==> src/hdl/debug_cmd_pkg.sv <==
package debug_cmd_pkg;

    localparam int BYTE_W     = 8;                       // UART byte
    localparam int WORD_W     = 32;                      // Instruction word
    localparam int WORD_BYTES = WORD_W / BYTE_W;         // Bytes per word

    // An all-ones word closes a program load and is never written
    localparam logic [WORD_W-1:0] HALT_WORD = 32'hffff_ffff;

    // One-hot command bytes sent by the host
    typedef enum logic [BYTE_W-1:0] {
        CMD_LOAD      = 8'h01,                           // Receive program words
        CMD_DEBUG     = 8'h02,                           // Enter step mode
        CMD_RUN       = 8'h04,                           // Continuous run
        CMD_STEP      = 8'h08,                           // One step, then dump
        CMD_END_DEBUG = 8'h10                            // Leave step mode with a dump
    } cmd_e;

    typedef enum logic [2:0] {
        ST_IDLE,                                         // Waiting for a command
        ST_LOAD,                                         // Program words arriving
        ST_DEBUG,                                        // Waiting for step or end
        ST_RUN,                                          // Processor running
        ST_DUMP                                          // Snapshot going out
    } ctrl_state_e;

endpackage

==> src/hdl/pipe_snapshot_pkg.sv <==
package pipe_snapshot_pkg;

    localparam int CTRL_W     = 16;                      // 15 control bits, top bit zero
    localparam int SNAP_W     = CTRL_W + 6 * debug_cmd_pkg::WORD_W;
    localparam int SNAP_BYTES = SNAP_W / debug_cmd_pkg::BYTE_W;
    localparam int SNAP_CNT_W = 5;                       // Holds 0 .. SNAP_BYTES-1

    // Control sits on top, the program counter at the bottom.
    // Bytes leave least significant first, so the PC goes out first.
    function automatic logic [SNAP_W-1:0] pack_snapshot(
        input logic [CTRL_W-1:0]                ctrl,
        input logic [debug_cmd_pkg::WORD_W-1:0] mem_addr,
        input logic [debug_cmd_pkg::WORD_W-1:0] mem_data,
        input logic [debug_cmd_pkg::WORD_W-1:0] alu_result,
        input logic [debug_cmd_pkg::WORD_W-1:0] reg_addr,
        input logic [debug_cmd_pkg::WORD_W-1:0] reg_data,
        input logic [debug_cmd_pkg::WORD_W-1:0] pc
    );
        return {ctrl, mem_addr, mem_data, alu_result, reg_addr, reg_data, pc};
    endfunction

endpackage

==> src/hdl/pipe_snapshot_if.sv <==
interface pipe_snapshot_if;

    logic [debug_cmd_pkg::WORD_W-1:0]   pc;              // IF/ID
    logic [debug_cmd_pkg::WORD_W-1:0]   reg_addr;        // IF/ID
    logic [debug_cmd_pkg::WORD_W-1:0]   reg_data;        // IF/ID
    logic [debug_cmd_pkg::WORD_W-1:0]   alu_result;      // EX/MEM
    logic [debug_cmd_pkg::WORD_W-1:0]   mem_data;        // MEM/WB
    logic [debug_cmd_pkg::WORD_W-1:0]   mem_addr;        // MEM/WB
    logic [pipe_snapshot_pkg::CTRL_W-1:0] ctrl;          // Packed control bits

    modport src (
        output pc, reg_addr, reg_data, alu_result, mem_data, mem_addr, ctrl
    );

    modport dst (
        input pc, reg_addr, reg_data, alu_result, mem_data, mem_addr, ctrl
    );

endinterface

==> src/hdl/debug_ctrl_fsm.sv <==
module debug_ctrl_fsm (
    input  logic                             clk,
    input  logic                             i_rst_n,
    input  logic [debug_cmd_pkg::BYTE_W-1:0] i_rx_data,
    input  logic                             i_rx_done,
    input  logic                             i_end,          // Processor finished
    input  logic                             i_load_halt,    // Halt word seen
    input  logic                             i_dump_done,    // Last byte sent
    output logic                             o_load_en,
    output logic                             o_dump_go,
    output logic                             o_step,
    output logic                             o_start
);

    debug_cmd_pkg::ctrl_state_e state;
    debug_cmd_pkg::cmd_e        rx_cmd;
    logic                       dbg_ret;                     // Back to debug after dump

    assign rx_cmd    = debug_cmd_pkg::cmd_e'(i_rx_data);
    assign o_load_en = (state == debug_cmd_pkg::ST_LOAD);

    always_ff @(posedge clk or negedge i_rst_n) begin
        if (!i_rst_n) begin
            state     <= debug_cmd_pkg::ST_IDLE;
            dbg_ret   <= 1'b0;
            o_dump_go <= 1'b0;
            o_step    <= 1'b0;
            o_start   <= 1'b0;
        end else begin
            o_dump_go <= 1'b0;                               // Pulses by default
            o_step    <= 1'b0;
            case (state)
                debug_cmd_pkg::ST_IDLE: begin
                    if (i_rx_done) begin
                        case (rx_cmd)
                            debug_cmd_pkg::CMD_LOAD:  state <= debug_cmd_pkg::ST_LOAD;
                            debug_cmd_pkg::CMD_DEBUG: state <= debug_cmd_pkg::ST_DEBUG;
                            debug_cmd_pkg::CMD_RUN: begin
                                state   <= debug_cmd_pkg::ST_RUN;
                                o_start <= 1'b1;
                            end
                            default: state <= debug_cmd_pkg::ST_IDLE;  // Unknown byte
                        endcase
                    end
                end
                debug_cmd_pkg::ST_LOAD: begin
                    if (i_load_halt) begin
                        state <= debug_cmd_pkg::ST_IDLE;
                    end
                end
                debug_cmd_pkg::ST_DEBUG: begin
                    if (i_rx_done && rx_cmd == debug_cmd_pkg::CMD_STEP) begin
                        o_step    <= 1'b1;                   // Same cycle as dump_go
                        o_dump_go <= 1'b1;
                        dbg_ret   <= 1'b1;
                        state     <= debug_cmd_pkg::ST_DUMP;
                    end else if (i_rx_done && rx_cmd == debug_cmd_pkg::CMD_END_DEBUG) begin
                        o_dump_go <= 1'b1;                   // Final dump, no step
                        dbg_ret   <= 1'b0;
                        state     <= debug_cmd_pkg::ST_DUMP;
                    end
                end
                debug_cmd_pkg::ST_RUN: begin
                    if (i_end) begin
                        o_start   <= 1'b0;
                        o_dump_go <= 1'b1;
                        dbg_ret   <= 1'b0;
                        state     <= debug_cmd_pkg::ST_DUMP;
                    end
                end
                debug_cmd_pkg::ST_DUMP: begin
                    if (i_dump_done) begin
                        state <= dbg_ret ? debug_cmd_pkg::ST_DEBUG : debug_cmd_pkg::ST_IDLE;
                    end
                end
                default: state <= debug_cmd_pkg::ST_IDLE;
            endcase
        end
    end

endmodule

==> src/hdl/instr_loader.sv <==
module instr_loader #(
    parameter int MEM_ADDR_W = 32
) (
    input  logic                             clk,
    input  logic                             i_rst_n,
    input  logic                             i_load_en,
    input  logic [debug_cmd_pkg::BYTE_W-1:0] i_rx_data,
    input  logic                             i_rx_done,
    output logic [debug_cmd_pkg::WORD_W-1:0] o_instruction,
    output logic [MEM_ADDR_W-1:0]            o_instruction_address,
    output logic                             o_valid,
    output logic                             o_load_halt
);

    localparam int CNT_W = $clog2(debug_cmd_pkg::WORD_BYTES);

    logic [CNT_W-1:0]                 byte_cnt;
    logic                             word_last;         // Fourth byte arriving
    logic [debug_cmd_pkg::WORD_W-1:0] next_word;

    // First byte received ends up as the most significant one
    assign next_word = {o_instruction[debug_cmd_pkg::WORD_W-debug_cmd_pkg::BYTE_W-1:0],
                        i_rx_data};
    assign word_last = i_load_en && i_rx_done &&
                       (byte_cnt == CNT_W'(debug_cmd_pkg::WORD_BYTES - 1));

    always_ff @(posedge clk) begin
        if (i_load_en && i_rx_done) begin
            o_instruction <= next_word;
        end
    end

    always_ff @(posedge clk or negedge i_rst_n) begin
        if (!i_rst_n) begin
            byte_cnt              <= '0;
            o_instruction_address <= '0;
            o_valid               <= 1'b0;
            o_load_halt           <= 1'b0;
        end else begin
            o_valid     <= word_last && (next_word != debug_cmd_pkg::HALT_WORD);
            o_load_halt <= word_last && (next_word == debug_cmd_pkg::HALT_WORD);
            if (!i_load_en) begin
                byte_cnt              <= '0;             // Fresh start on next load
                o_instruction_address <= '0;
            end else begin
                if (i_rx_done) begin
                    byte_cnt <= byte_cnt + 1'b1;         // Wraps after the fourth byte
                end
                if (o_valid) begin
                    o_instruction_address <= o_instruction_address + MEM_ADDR_W'(4);
                end
            end
        end
    end

endmodule

==> src/hdl/snapshot_sender.sv <==
module snapshot_sender (
    input  logic                             clk,
    input  logic                             i_rst_n,
    pipe_snapshot_if.dst                     snap,
    input  logic                             i_dump_go,
    input  logic                             i_tx_done,
    output logic                             o_tx_start,
    output logic [debug_cmd_pkg::BYTE_W-1:0] o_tx_data,
    output logic                             o_dump_done
);

    logic [pipe_snapshot_pkg::SNAP_W-1:0]     snap_q;        // Frozen pipeline state
    logic [pipe_snapshot_pkg::SNAP_CNT_W-1:0] byte_idx;      // Byte now on o_tx_data
    logic                                     busy;
    logic                                     last_byte;

    assign last_byte = (byte_idx ==
                        pipe_snapshot_pkg::SNAP_CNT_W'(pipe_snapshot_pkg::SNAP_BYTES - 1));

    // Byte stays put until the index moves with the next start pulse
    assign o_tx_data = snap_q[byte_idx * debug_cmd_pkg::BYTE_W +: debug_cmd_pkg::BYTE_W];

    always_ff @(posedge clk) begin
        if (i_dump_go && !busy) begin
            snap_q <= pipe_snapshot_pkg::pack_snapshot(snap.ctrl, snap.mem_addr,
                                                       snap.mem_data, snap.alu_result,
                                                       snap.reg_addr, snap.reg_data,
                                                       snap.pc);
        end
    end

    always_ff @(posedge clk or negedge i_rst_n) begin
        if (!i_rst_n) begin
            byte_idx    <= '0;
            busy        <= 1'b0;
            o_tx_start  <= 1'b0;
            o_dump_done <= 1'b0;
        end else begin
            o_tx_start  <= 1'b0;
            o_dump_done <= 1'b0;
            if (!busy) begin
                if (i_dump_go) begin
                    busy       <= 1'b1;
                    byte_idx   <= '0;
                    o_tx_start <= 1'b1;                  // First byte needs no done
                end
            end else if (i_tx_done) begin
                if (last_byte) begin
                    busy        <= 1'b0;
                    o_dump_done <= 1'b1;
                end else begin
                    byte_idx   <= byte_idx + 1'b1;
                    o_tx_start <= 1'b1;
                end
            end
        end
    end

endmodule

==> src/hdl/debug_unit_top.sv <==
module debug_unit_top #(
    parameter int MEM_ADDR_W = 32
) (
    input  logic                             clk,
    input  logic                             i_rst_n,
    input  logic [debug_cmd_pkg::BYTE_W-1:0] i_rx_data,
    input  logic                             i_rx_done,
    input  logic                             i_tx_done,
    input  logic                             i_end,
    input  logic [debug_cmd_pkg::WORD_W-1:0] i_pc,
    input  logic [debug_cmd_pkg::WORD_W-1:0] i_reg_addr,
    input  logic [debug_cmd_pkg::WORD_W-1:0] i_reg_data,
    input  logic [debug_cmd_pkg::WORD_W-1:0] i_alu_result,
    input  logic [debug_cmd_pkg::WORD_W-1:0] i_mem_data,
    input  logic [debug_cmd_pkg::WORD_W-1:0] i_mem_addr,
    input  logic                             i_jump,
    input  logic                             i_branch,
    input  logic                             i_reg_dst,
    input  logic                             i_mem_to_reg,
    input  logic                             i_mem_read,
    input  logic                             i_mem_write,
    input  logic                             i_imm_flag,
    input  logic                             i_sign_flag,
    input  logic                             i_reg_write,
    input  logic [1:0]                       i_alu_src,
    input  logic [1:0]                       i_width,
    input  logic [1:0]                       i_alu_op,
    output logic                             o_tx_start,
    output logic [debug_cmd_pkg::BYTE_W-1:0] o_tx_data,
    output logic [debug_cmd_pkg::WORD_W-1:0] o_instruction,
    output logic [MEM_ADDR_W-1:0]            o_instruction_address,
    output logic                             o_valid,
    output logic                             o_step,
    output logic                             o_start
);

    logic load_en;
    logic load_halt;
    logic dump_go;
    logic dump_done;

    pipe_snapshot_if snap_if ();

    // Source side of the snapshot bundle
    assign snap_if.pc         = i_pc;
    assign snap_if.reg_addr   = i_reg_addr;
    assign snap_if.reg_data   = i_reg_data;
    assign snap_if.alu_result = i_alu_result;
    assign snap_if.mem_data   = i_mem_data;
    assign snap_if.mem_addr   = i_mem_addr;
    assign snap_if.ctrl       = {1'b0, i_jump, i_branch, i_reg_dst, i_mem_to_reg,
                                 i_mem_read, i_mem_write, i_imm_flag, i_sign_flag,
                                 i_reg_write, i_alu_src, i_width, i_alu_op};  // Pad bit on top

    debug_ctrl_fsm ctrl_i (
        .clk         (clk),
        .i_rst_n     (i_rst_n),
        .i_rx_data   (i_rx_data),
        .i_rx_done   (i_rx_done),
        .i_end       (i_end),
        .i_load_halt (load_halt),
        .i_dump_done (dump_done),
        .o_load_en   (load_en),
        .o_dump_go   (dump_go),
        .o_step      (o_step),
        .o_start     (o_start)
    );

    instr_loader #(
        .MEM_ADDR_W (MEM_ADDR_W)
    ) loader_i (
        .clk                   (clk),
        .i_rst_n               (i_rst_n),
        .i_load_en             (load_en),
        .i_rx_data             (i_rx_data),
        .i_rx_done             (i_rx_done),
        .o_instruction         (o_instruction),
        .o_instruction_address (o_instruction_address),
        .o_valid               (o_valid),
        .o_load_halt           (load_halt)
    );

    snapshot_sender sender_i (
        .clk         (clk),
        .i_rst_n     (i_rst_n),
        .snap        (snap_if.dst),
        .i_dump_go   (dump_go),
        .i_tx_done   (i_tx_done),
        .o_tx_start  (o_tx_start),
        .o_tx_data   (o_tx_data),
        .o_dump_done (dump_done)
    );

endmodule

==> config.mk <==
export PLATFORM = sky130hd
export DESIGN_NAME = debug_unit_top
export DESIGN_NICKNAME = d
export VERILOG_FILES = /design/src/hdl/debug_cmd_pkg.sv /design/src/hdl/pipe_snapshot_pkg.sv /design/src/hdl/pipe_snapshot_if.sv /design/src/hdl/debug_ctrl_fsm.sv /design/src/hdl/instr_loader.sv /design/src/hdl/snapshot_sender.sv /design/src/hdl/debug_unit_top.sv
export SDC_FILE = /design/constraint.sdc
export NUM_CORES = 1
export LEC_CHECK = 0
export BUFFER_PORTS_ARGS = -buffer_cell sky130_fd_sc_hd__buf_2
export CORE_MARGIN = 3
export CORE_UTILIZATION = 45
export CTS_CLUSTER_DIAMETER = 150
export DETAILED_ROUTE_END_ITERATION = 10
export GPL_TIMING_DRIVEN = 0
export PLACE_DENSITY = 0.79
export SYNTH_ARGS = -nofsm -noshare
export SYNTH_HDL_FRONTEND = slang
export SYNTH_SLANG_ARGS = --single-unit
==> constraint.sdc <==
create_clock -name clk -period 7.4 [get_ports clk]
set_input_delay 0.37 -clock clk [delete_from_list [all_inputs] [get_ports clk]]
set_output_delay 0.37 -clock clk [all_outputs]
set_load 0.01 [all_outputs]
# Word-level counts from Yosys, hierarchy flattened
# Cells that the tools add are included.
[totals] input_bits=220 elab_cells=97 reg_bits=290
[op_classes] muxes=39 reduce_logical=16 n_shift=1 n_addsub=3 eq_ne=23
[op_table] cell="208-bit by 9-bit indexed part select with 8-bit output" count=1
[op_table] cell="32-bit two-way mux" count=2
[op_table] cell="32-bit by 3-bit adder with 32-bit output, second input constant" count=1
[op_table] cell="32-bit equality test, second input constant" count=1
[op_table] cell="32-bit != test, second input constant" count=1
[op_table] cell="5-bit two-way mux" count=4
[op_table] cell="1-bit two-way mux" count=19
[op_table] cell="3-bit two-way mux" count=6
[op_table] cell="2-bit != test, second input constant" count=8
[op_table] cell="3-bit one-hot mux with 5 select lines" count=1
[op_table] cell="8-bit by 1-bit equality test with 1-bit output, second input constant" count=1
[op_table] cell="8-bit by 2-bit equality test with 1-bit output, second input constant" count=1
[op_table] cell="8-bit by 3-bit equality test with 1-bit output, second input constant" count=1
[op_table] cell="8-bit by 4-bit equality test with 1-bit output, second input constant" count=1
[op_table] cell="8-bit by 5-bit equality test with 1-bit output, second input constant" count=1
[op_table] cell="1-bit logical AND" count=7
[op_table] cell="3-bit by 2-bit equality test with 1-bit output, second input constant" count=2
[op_table] cell="2-bit two-way mux" count=3
[op_table] cell="1-bit one-hot mux with 2 select lines" count=3
[op_table] cell="2-bit one-hot mux with 3 select lines" count=1
[op_table] cell="3-bit AND reduction" count=2
[op_table] cell="2-bit nonzero test" count=3
[op_table] cell="5-bit by 1-bit adder with 5-bit output, second input constant" count=1
[op_table] cell="5-bit equality test, second input constant" count=1
[op_table] cell="10 further kinds" count=10

# Logic depth before layout (Yosys ltp)
# Gate-level depths: netlist (run 1).
[logic_depth] depth_word=5 depth_mapped=9

# Cells and area by module
# A second synthesis (run 1) with hierarchy kept.
[hier_totals] cells_unflattened=747 hier_area_um2=11733.8
[by_module_without_submodules] mod="snapshot_sender" instances=1 cells_each=467 area_each_um2=8443.1
[by_module_without_submodules] mod="instr_loader" instances=1 cells_each=233 area_each_um2=2855.2
[by_module_without_submodules] mod="debug_ctrl_fsm" instances=1 cells_each=46 area_each_um2=431.7
[by_module_without_submodules] mod="debug_unit_top" instances=1 cells_each=1 area_each_um2=3.8

# Worst setup path before layout (run 1)
# OpenSTA, ideal clock, no wires.
[synth_timing] path_kind="register to register" from="reg sender_i.busy" to="reg sender_i.snap_q[0] (netlist name) (enable)" required_time_ns=6.839 path_slack_ns=2.221 n_path_buf=0 stages_incl_launch_ff=3 arrival_time_ns=4.618 path_cell_list="dfrtp_1 nand2b_1 inv_1"
[synth_between] elab_chain_len=2
[synth_rtl] item="from (decl)" line_no="snapshot_sender.sv:14" text="logic busy;"
[synth_rtl] item="from (signal assigned)" line_no="snapshot_sender.sv:35" text="busy <= 1'b0;"
[synth_rtl] item="from (signal assigned)" line_no="snapshot_sender.sv:43" text="busy <= 1'b1;"
[synth_rtl] item="from (signal assigned)" line_no="snapshot_sender.sv:49" text="busy <= 1'b0;"
[synth_rtl] item="1-bit zero test" line_no="snapshot_sender.sv:24" text="if (i_dump_go && !busy) begin"
[synth_rtl] item="1-bit logical AND" line_no="snapshot_sender.sv:24"
[synth_rtl] item="to (signal assigned)" line_no="snapshot_sender.sv:25" text="snap_q <= pipe_snapshot_pkg::pack_snapshot(snap.ctrl, snap.mem_addr,"
[synth_rtl] item="to (decl)" line_no="snapshot_sender.sv:12" text="logic [pipe_snapshot_pkg::SNAP_W-1:0] snap_q;"
# No other way between the ends.
# A chain may end at the register's enable or synchronous reset.

# Worst setup path in the final report (run 1)
[layout_timing] from="reg sender_i.byte_idx[0] (netlist name)" to="out o_tx_data[1] (netlist name)"
[layout_between] elab_chain_len=1
[layout_rtl] item="from (decl)" line_no="snapshot_sender.sv:13" text="logic [pipe_snapshot_pkg::SNAP_CNT_W-1:0] byte_idx;"
[layout_rtl] item="from (signal assigned)" line_no="snapshot_sender.sv:52" text="byte_idx <= byte_idx + 1'b1;"
[layout_rtl] item="208-bit by 9-bit indexed part select with 8-bit output" line_no="snapshot_sender.sv:21" text="assign o_tx_data = snap_q[byte_idx * debug_cmd_pkg::BYTE_W +: debug_cmd_pkg::BYTE_W];"
[layout_rtl] item="to (decl)" line_no="debug_unit_top.sv:29" text="output logic [debug_cmd_pkg::BYTE_W-1:0] o_tx_data,"
# No other way between the ends.

==> results of run 1 <==
layer usage:
metal,track usage,up-vias,routed length (um)
met5,0,-,0
met4,0.103,0,1520
met2,0.445,583,18400
met3,0.0639,111,3430
met1,0.311,4325,13100
li1,-,3826,-
path summary, 6_finish.rpt:
path | depth (start not counted) | endpoint | start
max | 9 | o_tx_data[1] | sender_i.byte_idx[0]
min | 1 | sender_i.snap_q[8] | i_pc[8]
max reg2reg | 6 | sender_i.byte_idx[4] | sender_i.byte_idx[3]
min reg2reg | 0 | loader_i.o_instruction[22] | loader_i.o_instruction[14]
max in group asynchronous | 1 | sender_i.o_tx_start | i_rst_n
min in group asynchronous | 1 | loader_i.o_instruction_address[9] | i_rst_n
report_power, final:
group | total [W] | switching (W) | internal (W) | leakage (nW)
combinational | 0.00123 | 0.000725 | 0.000503 | 3.04
clock | 0.00157 | 0.000633 | 0.000939 | 0.493
sequential | 0.00179 | 0.0000132 | 0.00177 | 2.81
cell usage in the layout (no fill, tap or decap), drive strengths merged, types with 4 or more instances in the layout:
master       instances
a2111oi              7
a211oi               7
a21oi               14
a22oi                6
a311oi               6
a31oi                4
buf                311
bufinv               5
clkbuf              54
clkinv              13
clkinvlp             4
dfrtp               49
diode                4
dlygate4sd3        203
edfxtp             239
ha                   4
inv                  7
mux2                 8
mux2i               43
mux4                23
nand2               27
nand2b               4
nand3               20
nand4               21
nor2                58
nor2b               11
nor3                 5
nor3b                4
nor4                 9
o21ai               13
o22ai                7
or4                  4
xnor2               12
xor2                22
cells by family after synthesis:
family / count (synthesis) / share of synthesized area
DFF: 288 / 0.733
and+or+nand+nor: 179 / 0.0790
other: 1 / 0.000327
muxes: 74 / 0.0905
xor gates and xnor gates: 34 / 0.0260
adders and majority gates: 4 / 0.00436
buffers and inverters: 44 / 0.0172
AOI/OAI and AO/OA: 82 / 0.0500
synthesized netlist by cell type (3+ instances only):
master     count  area (sq um)
o311ai_0       3          26.3
nor3_1         5          25.0
or4_1          3          22.5
buf_2          8          40.0
inv_1          7          26.3
xor2_1        22           193
a211oi_1       7          52.6
nand3_1       20           100
nor2b_1       11          68.8
nor4_1         9          56.3
o21ai_0       12          60.1
a21oi_1       14          70.1
nor2_1        58           218
dfrtp_1       49          1230
ha_1           4          50.1
clkbuf_1      18          67.6
and2_1         3          18.8
o22ai_1        7          43.8
a311oi_1       6          52.6
or3_1          3          18.8
xnor2_1       12           105
nand2_1       27           101
mux2i_1       43           430
mux4_2        23           518
buf_4          6          45.0
buf_1          3          11.3
nor3b_1        4          30.0
mux2_2         8          90.1
a31oi_1        4          25.0
a2111oi_0      7          61.3
a22oi_1        6          45.0
edfxtp_1     239          7180
nand2b_1       4          25.0
nand4_1       21           131
worst max-delay path, cell delays in order (launching register included):
cell	delay [ps]
dfrtp_1	370
buf_2	390
buf_4	320
buf_4	280
buf_2	340
mux2i_1	310
o22ai_1	120
a311oi_1	490
a21oi_1	140
buf_2	170
cell type report:
type                       count  share of cell area
antenna                        4            0.000608
buffer                        35             0.00996
clock buffer                  36              0.0483
clock inverter                20              0.0142
inverter                       9             0.00251
multi-input combinational    375               0.175
sequential                   288               0.511
tap                          324              0.0246
timing repair buffer         497               0.214
registers in the layout (all words and copies together) (netlist names), 2 cells and up:
register                        count
sender_i.snap_q                   207
loader_i.byte_cnt                   2
loader_i.o_instruction_address     30
loader_i.o_instruction             32
sender_i.byte_idx                   5
ctrl_i.state                        3
metrics by stage:
step,hold slack [ps],utilization,instance area (sq um),power (W)
2_1_floorplan,74.4,-,11500,0.00249
3_3_place_gp,456,0.541,13300,0.00290
3_5_place_dp,466,0.542,13400,0.00292
4_1_cts,2.18,0.665,16400,0.00456
5_1_grt,3.00,0.667,16500,0.00474
6_report,16.5,0.667,16500,0.00459
==> metrics.txt, run 1 <==
ANT nets after route=0; number of endpoints failing setup at the final stage=0; CTS tree=done; core box area=24,700 sq um; latest clock arrival within the worst-skew pair=560 ps; routability congestion estimate=around 0.84; sinks on the clock net=288; Port-buffer cells=293; unrepaired setup endpoints after global routing=false; kind of critical path=reg -> out; CP Launch Type=register; non-filler instance count after layout=1,588; Max Transition Viols Final=0; dpl cells=1,325; type of the worst min-delay path=in -> reg; portion of the post-synthesis area used by sequential elements=0.733; Slew Limit Headroom=0.191; clock buffers created by TritonCTS=30; std cell rows=57; netlist area before placement=11,500 sq um; multi-input logic area=2870 sq um; setup slack after layout=3530 ps; async set or reset register ratio after synthesis=0.170; worst-margin pin slew=1200 ps; via-per-instance ratio=about 5.6; cell count after synthesis=slightly above 700; number of global-route vias before repair=about 9,400; final sum of negative setup slack=0 ps; worst path required time=about 7000 ps; number of enable-type register cells in the synthesized netlist=239; DIE HEIGHT=166 um; arrival time reported for the critical path endpoint=around 3500 ps; most common flop cell mapped by yosys=edfxtp_1; Final Hold Violating Endpoints=0; GRT Resource Usage Total=0.257; flip-flop and latch count after synthesis=288; maximum capacitance violations=0; Horiz. Die Dim=166 um; count of cell types in the netlist=54; IR Drop Worst-Case VDD=0.240 mV; clock-pin slew reported for the worst setup and hold paths after clock tree synthesis=60 ps; initial antenna violation count=4; nature of the critical path endpoint=output pin; worst setup slack for register-to-register paths=4870 ps; largest net degree at the start of global routing=between 100 and 150; fraction of final layout cells sized beyond drive strength 1=0.311; Max Clock Skew=21.7 ps; number of ports placed on the die boundary=296; Residual DRC=0; total number of vias=8,845; Area Growth Syn to Fin=43.4%; number of filler cells placed in the layout=1,718; detailed-placement wirelength estimate=22,100 um; first-pass GRT wire length=54,800 um; final worst-path cycle share=0.523; final period demand of the worst path=3870 ps; total congestion overflow=0; count of nets after finishing=1,460; Static Leakage=6.34 nW; wire length per cell after detailed routing=23.0 um; aggregate routed wire length=around 36,000 um; outcome=completed; post-CTS setup repair buffer count=0; DIE AREA=27,400 sq um; power per cell area=279 nW/um^2; Post-CTS Resized=0; Max Freq=259 MHz; Clock H-tree levels=1; maximum net fanout on the critical path=10; sequential cell area=8400 sq um; effective utilization at floorplan=0.465; clock buffer depth=3; dpl ws=4110 ps; 1st-iter DRT viols=a little under 900; Clk Tree Root Cell=clkbuf_16; average cell area after synthesis=16.2 sq um; Post-CTS Hold Fix Bufs=199; first-pass iteration count of the detailed router=6; Synth warnings=0
Note: power is estimated with default switching activity, not from simulation.
==> run 2: changes to the inputs <==
- PLACE_DENSITY: 0.79 -> 0.81
- clock period: 7.4 -> 3.27 ns (I/O delays scaled with it)
==> run 2 against run 1 <==
  * Clock power is 110% higher
  * Highest routed layer unchanged
  * Flip-flop and latch count unchanged
  * Worst hold slack gained 41 ps
==> metrics.txt, run 2 (synthesized netlist as in run 1, its figures left out) <==
number of flip-flops under the largest register name=207 (unchanged); CTS tree=done; Horiz. Die Dim=166 um (unchanged); count of nets after finishing=1,477 (+1.2%); biggest registers after layout=sender_i.snap_q x207, loader_i.o_instruction x32, loader_i.o_instruction_address x30; kind of critical path=reg -> out; clock buffer depth=3 (unchanged); largest net degree at the start of global routing=50 (-55%); wire length per cell after detailed routing=21.7 um (-5.3%); nature of the critical path endpoint=output pin; DIE HEIGHT=166 um (unchanged); maximum net fanout on the critical path=10 (unchanged); non-filler instance count after layout=1,606 (+1.1%); Port-buffer cells=293 (unchanged); first-pass iteration count of the detailed router=5 (-1); most common cell after layout, fill and taps aside=buf_2; total number of vias=8,562 (-3.2%); Max Clock Skew=26.6 ps (+4.92 ps); number of global-route vias before repair=9,468 (+0.72%); Non-Filler Cell Area, Final=16,700 sq um (+1.5%); power per cell area=611 nW/um^2 (+120%); via-per-instance ratio=5.33 (-4.3%); FF-to-FF path depth=6 (unchanged); ANT nets after route=0 (unchanged); CP Launch Type=register; worst r2r src=ctrl_i.state[1]; DIE AREA=27,400 sq um (unchanged); Max Transition Viols Final=0 (unchanged); latest clock arrival within the worst-skew pair=560 ps (about the same); commonest non-fill, non-tap cells in the layout=buf_2 (296), edfxtp_1 (239), dlygate4sd3_1 (219); register bank with the most flops=sender_i.snap_q; worst reg2reg path endpoint=ctrl_i.o_step; Max Freq=323 MHz; clock buffers created by TritonCTS=30 (unchanged); start point of the critical path=sender_i.byte_idx[0]; outcome=completed; fraction of final layout cells sized beyond drive strength 1=0.323 (+0.0115); worst setup slack for register-to-register paths=680 ps (-4190 ps); last element of the critical path=o_tx_data[7]; Clock H-tree levels=1 (unchanged); Residual DRC=0 (unchanged); first-pass GRT wire length=53,400 um (-2.6%); post-CTS setup repair buffer count=0 (unchanged); Final Hold Violating Endpoints=0 (unchanged); IR Drop Worst-Case VDD=0.596 mV (+150%); unrepaired setup endpoints after global routing=true; Area Growth Syn to Fin=45.5%; core box area=24,700 sq um (unchanged); clock-pin slew reported for the worst setup and hold paths after clock tree synthesis=60 ps (about the same); worst-margin pin slew=1170 ps (-31.4 ps); type of the worst min-delay path=in -> reg; total congestion overflow=0 (unchanged); routability congestion estimate=0.826 (-1.8%); detailed-placement wirelength estimate=20,700 um (-6.2%); sinks on the clock net=288 (unchanged); 1st-iter DRT viols=713 (-18%); dpl cells=1,329 (+0.30%); initial antenna violation count=5 (+1); maximum capacitance violations=0 (unchanged); final period demand of the worst path=3090 ps; Clk Tree Root Cell=clkbuf_16; aggregate routed wire length=34,900 um (-4.2%); number of ports placed on the die boundary=296 (unchanged); post-placement cell area=13,500 sq um (+0.57%); Static Leakage=6.44 nW (+1.5%); Slew Limit Headroom=0.213 (+0.0212); effective utilization at floorplan=0.465 (unchanged); std cell rows=57 (unchanged); arrival time reported for the critical path endpoint=2930 ps (-570 ps); worst path required time=3110 ps (-3920 ps); final total power=0.0102 W (+120%); number of endpoints failing setup at the final stage=0 (unchanged); GRT Resource Usage Total=0.249 (-0.00848); final worst-path cycle share=0.946
run 2: cell count changes in the layout (fill, tap and decap cells not counted), moves of 3 or more:
cell	delta
a2111oi_0	-3
a2111oi_2	+3
a311oi_1	-3
a311oi_2	+3
buf_1	-3
buf_12	+5
buf_2	-5
bufinv_16	-3
clkbuf_1	-4
clkbuf_2	+4
clkbuf_4	+6
dlygate4sd3_1	+16
run 2: worst min-delay path by stage:
| stage | from | end | slack (ps) | depth (start not counted) |
|---|---|---|---|---|
| floorplan | i_rst_n | ctrl_i.dbg_ret | -130 | 0 |
| global placement | i_pc[18] | sender_i.snap_q[18] | 340 | 1 |
| detailed placement | i_mem_addr[25] | sender_i.snap_q[185] | 340 | 1 |
| CTS | i_end | ctrl_i.o_start | 4 | 4 |
| global route | i_end | ctrl_i.o_start | 70 | 4 |
| finish | i_end | ctrl_i.o_start | 60 | 4 |
run 2: area by class of cell:
type / instances / area, sq um
tap: 324 / 405
fill: 1701 / 7980
inverter: 9 / 38.8
timing repair buffer: 517 / 3760
multi-input combinational: 375 / 2930
sequential: 288 / 8400
clock inverter: 16 / 133
antenna: 5 / 12.5
clock buffer: 40 / 830
buffer: 32 / 181
run 2: routing by layer:
| layer | global-route usage | vias to the layer above | part of all wire |
|---|---|---|---|
| li1 | - | 3854 | - |
| met3 | 0.0529 | 92 | 0.066 |
| met2 | 0.432 | 394 | 0.51 |
| met1 | 0.302 | 4222 | 0.38 |
| met5 | 0 | - | 0 |
| met4 | 0.108 | 0 | 0.038 |
run 2: repair_timing:
action                                 4_1_cts  5_1_grt
gates resized for setup                     16       14
hold buffers                               219        0
setup endpoints to repair                    8        8
pin swaps                                    0        1
endpoints found under the hold margin      273        0
run 2: worst max-delay path: stages (launching register included):
cell	delay [ps]
dfrtp_1	370
buf_4	250
clkbuf_4	310
mux2i_2	440
o22ai_1	150
a311o_1	360
a221oi_1	270
a21oi_1	60
buf_2	170
run 2: metrics by stage:
stage / hold slack [ps] / worst slack, ps / utilization / TNS [ps]
after floorplan: -132 / -740 / - / -153960
after global placement: 340 / -1840 / 0.541 / -383670
after detailed placement: 342 / 51.3 / 0.545 / 0
after CTS: 3.61 / 12.6 / 0.674 / 0
after global routing: 66.1 / -5.08 / 0.676 / -5.08
final: 57.4 / 178 / 0.676 / 0
run 2: where the power goes:
group,leakage [nW],switching (W),internal (W)
registers,2.81,0.0000513,0.00401
clock network,0.467,0.00141,0.00193
logic,3.16,0.00159,0.00121
total,6.44,0.00305,0.00716
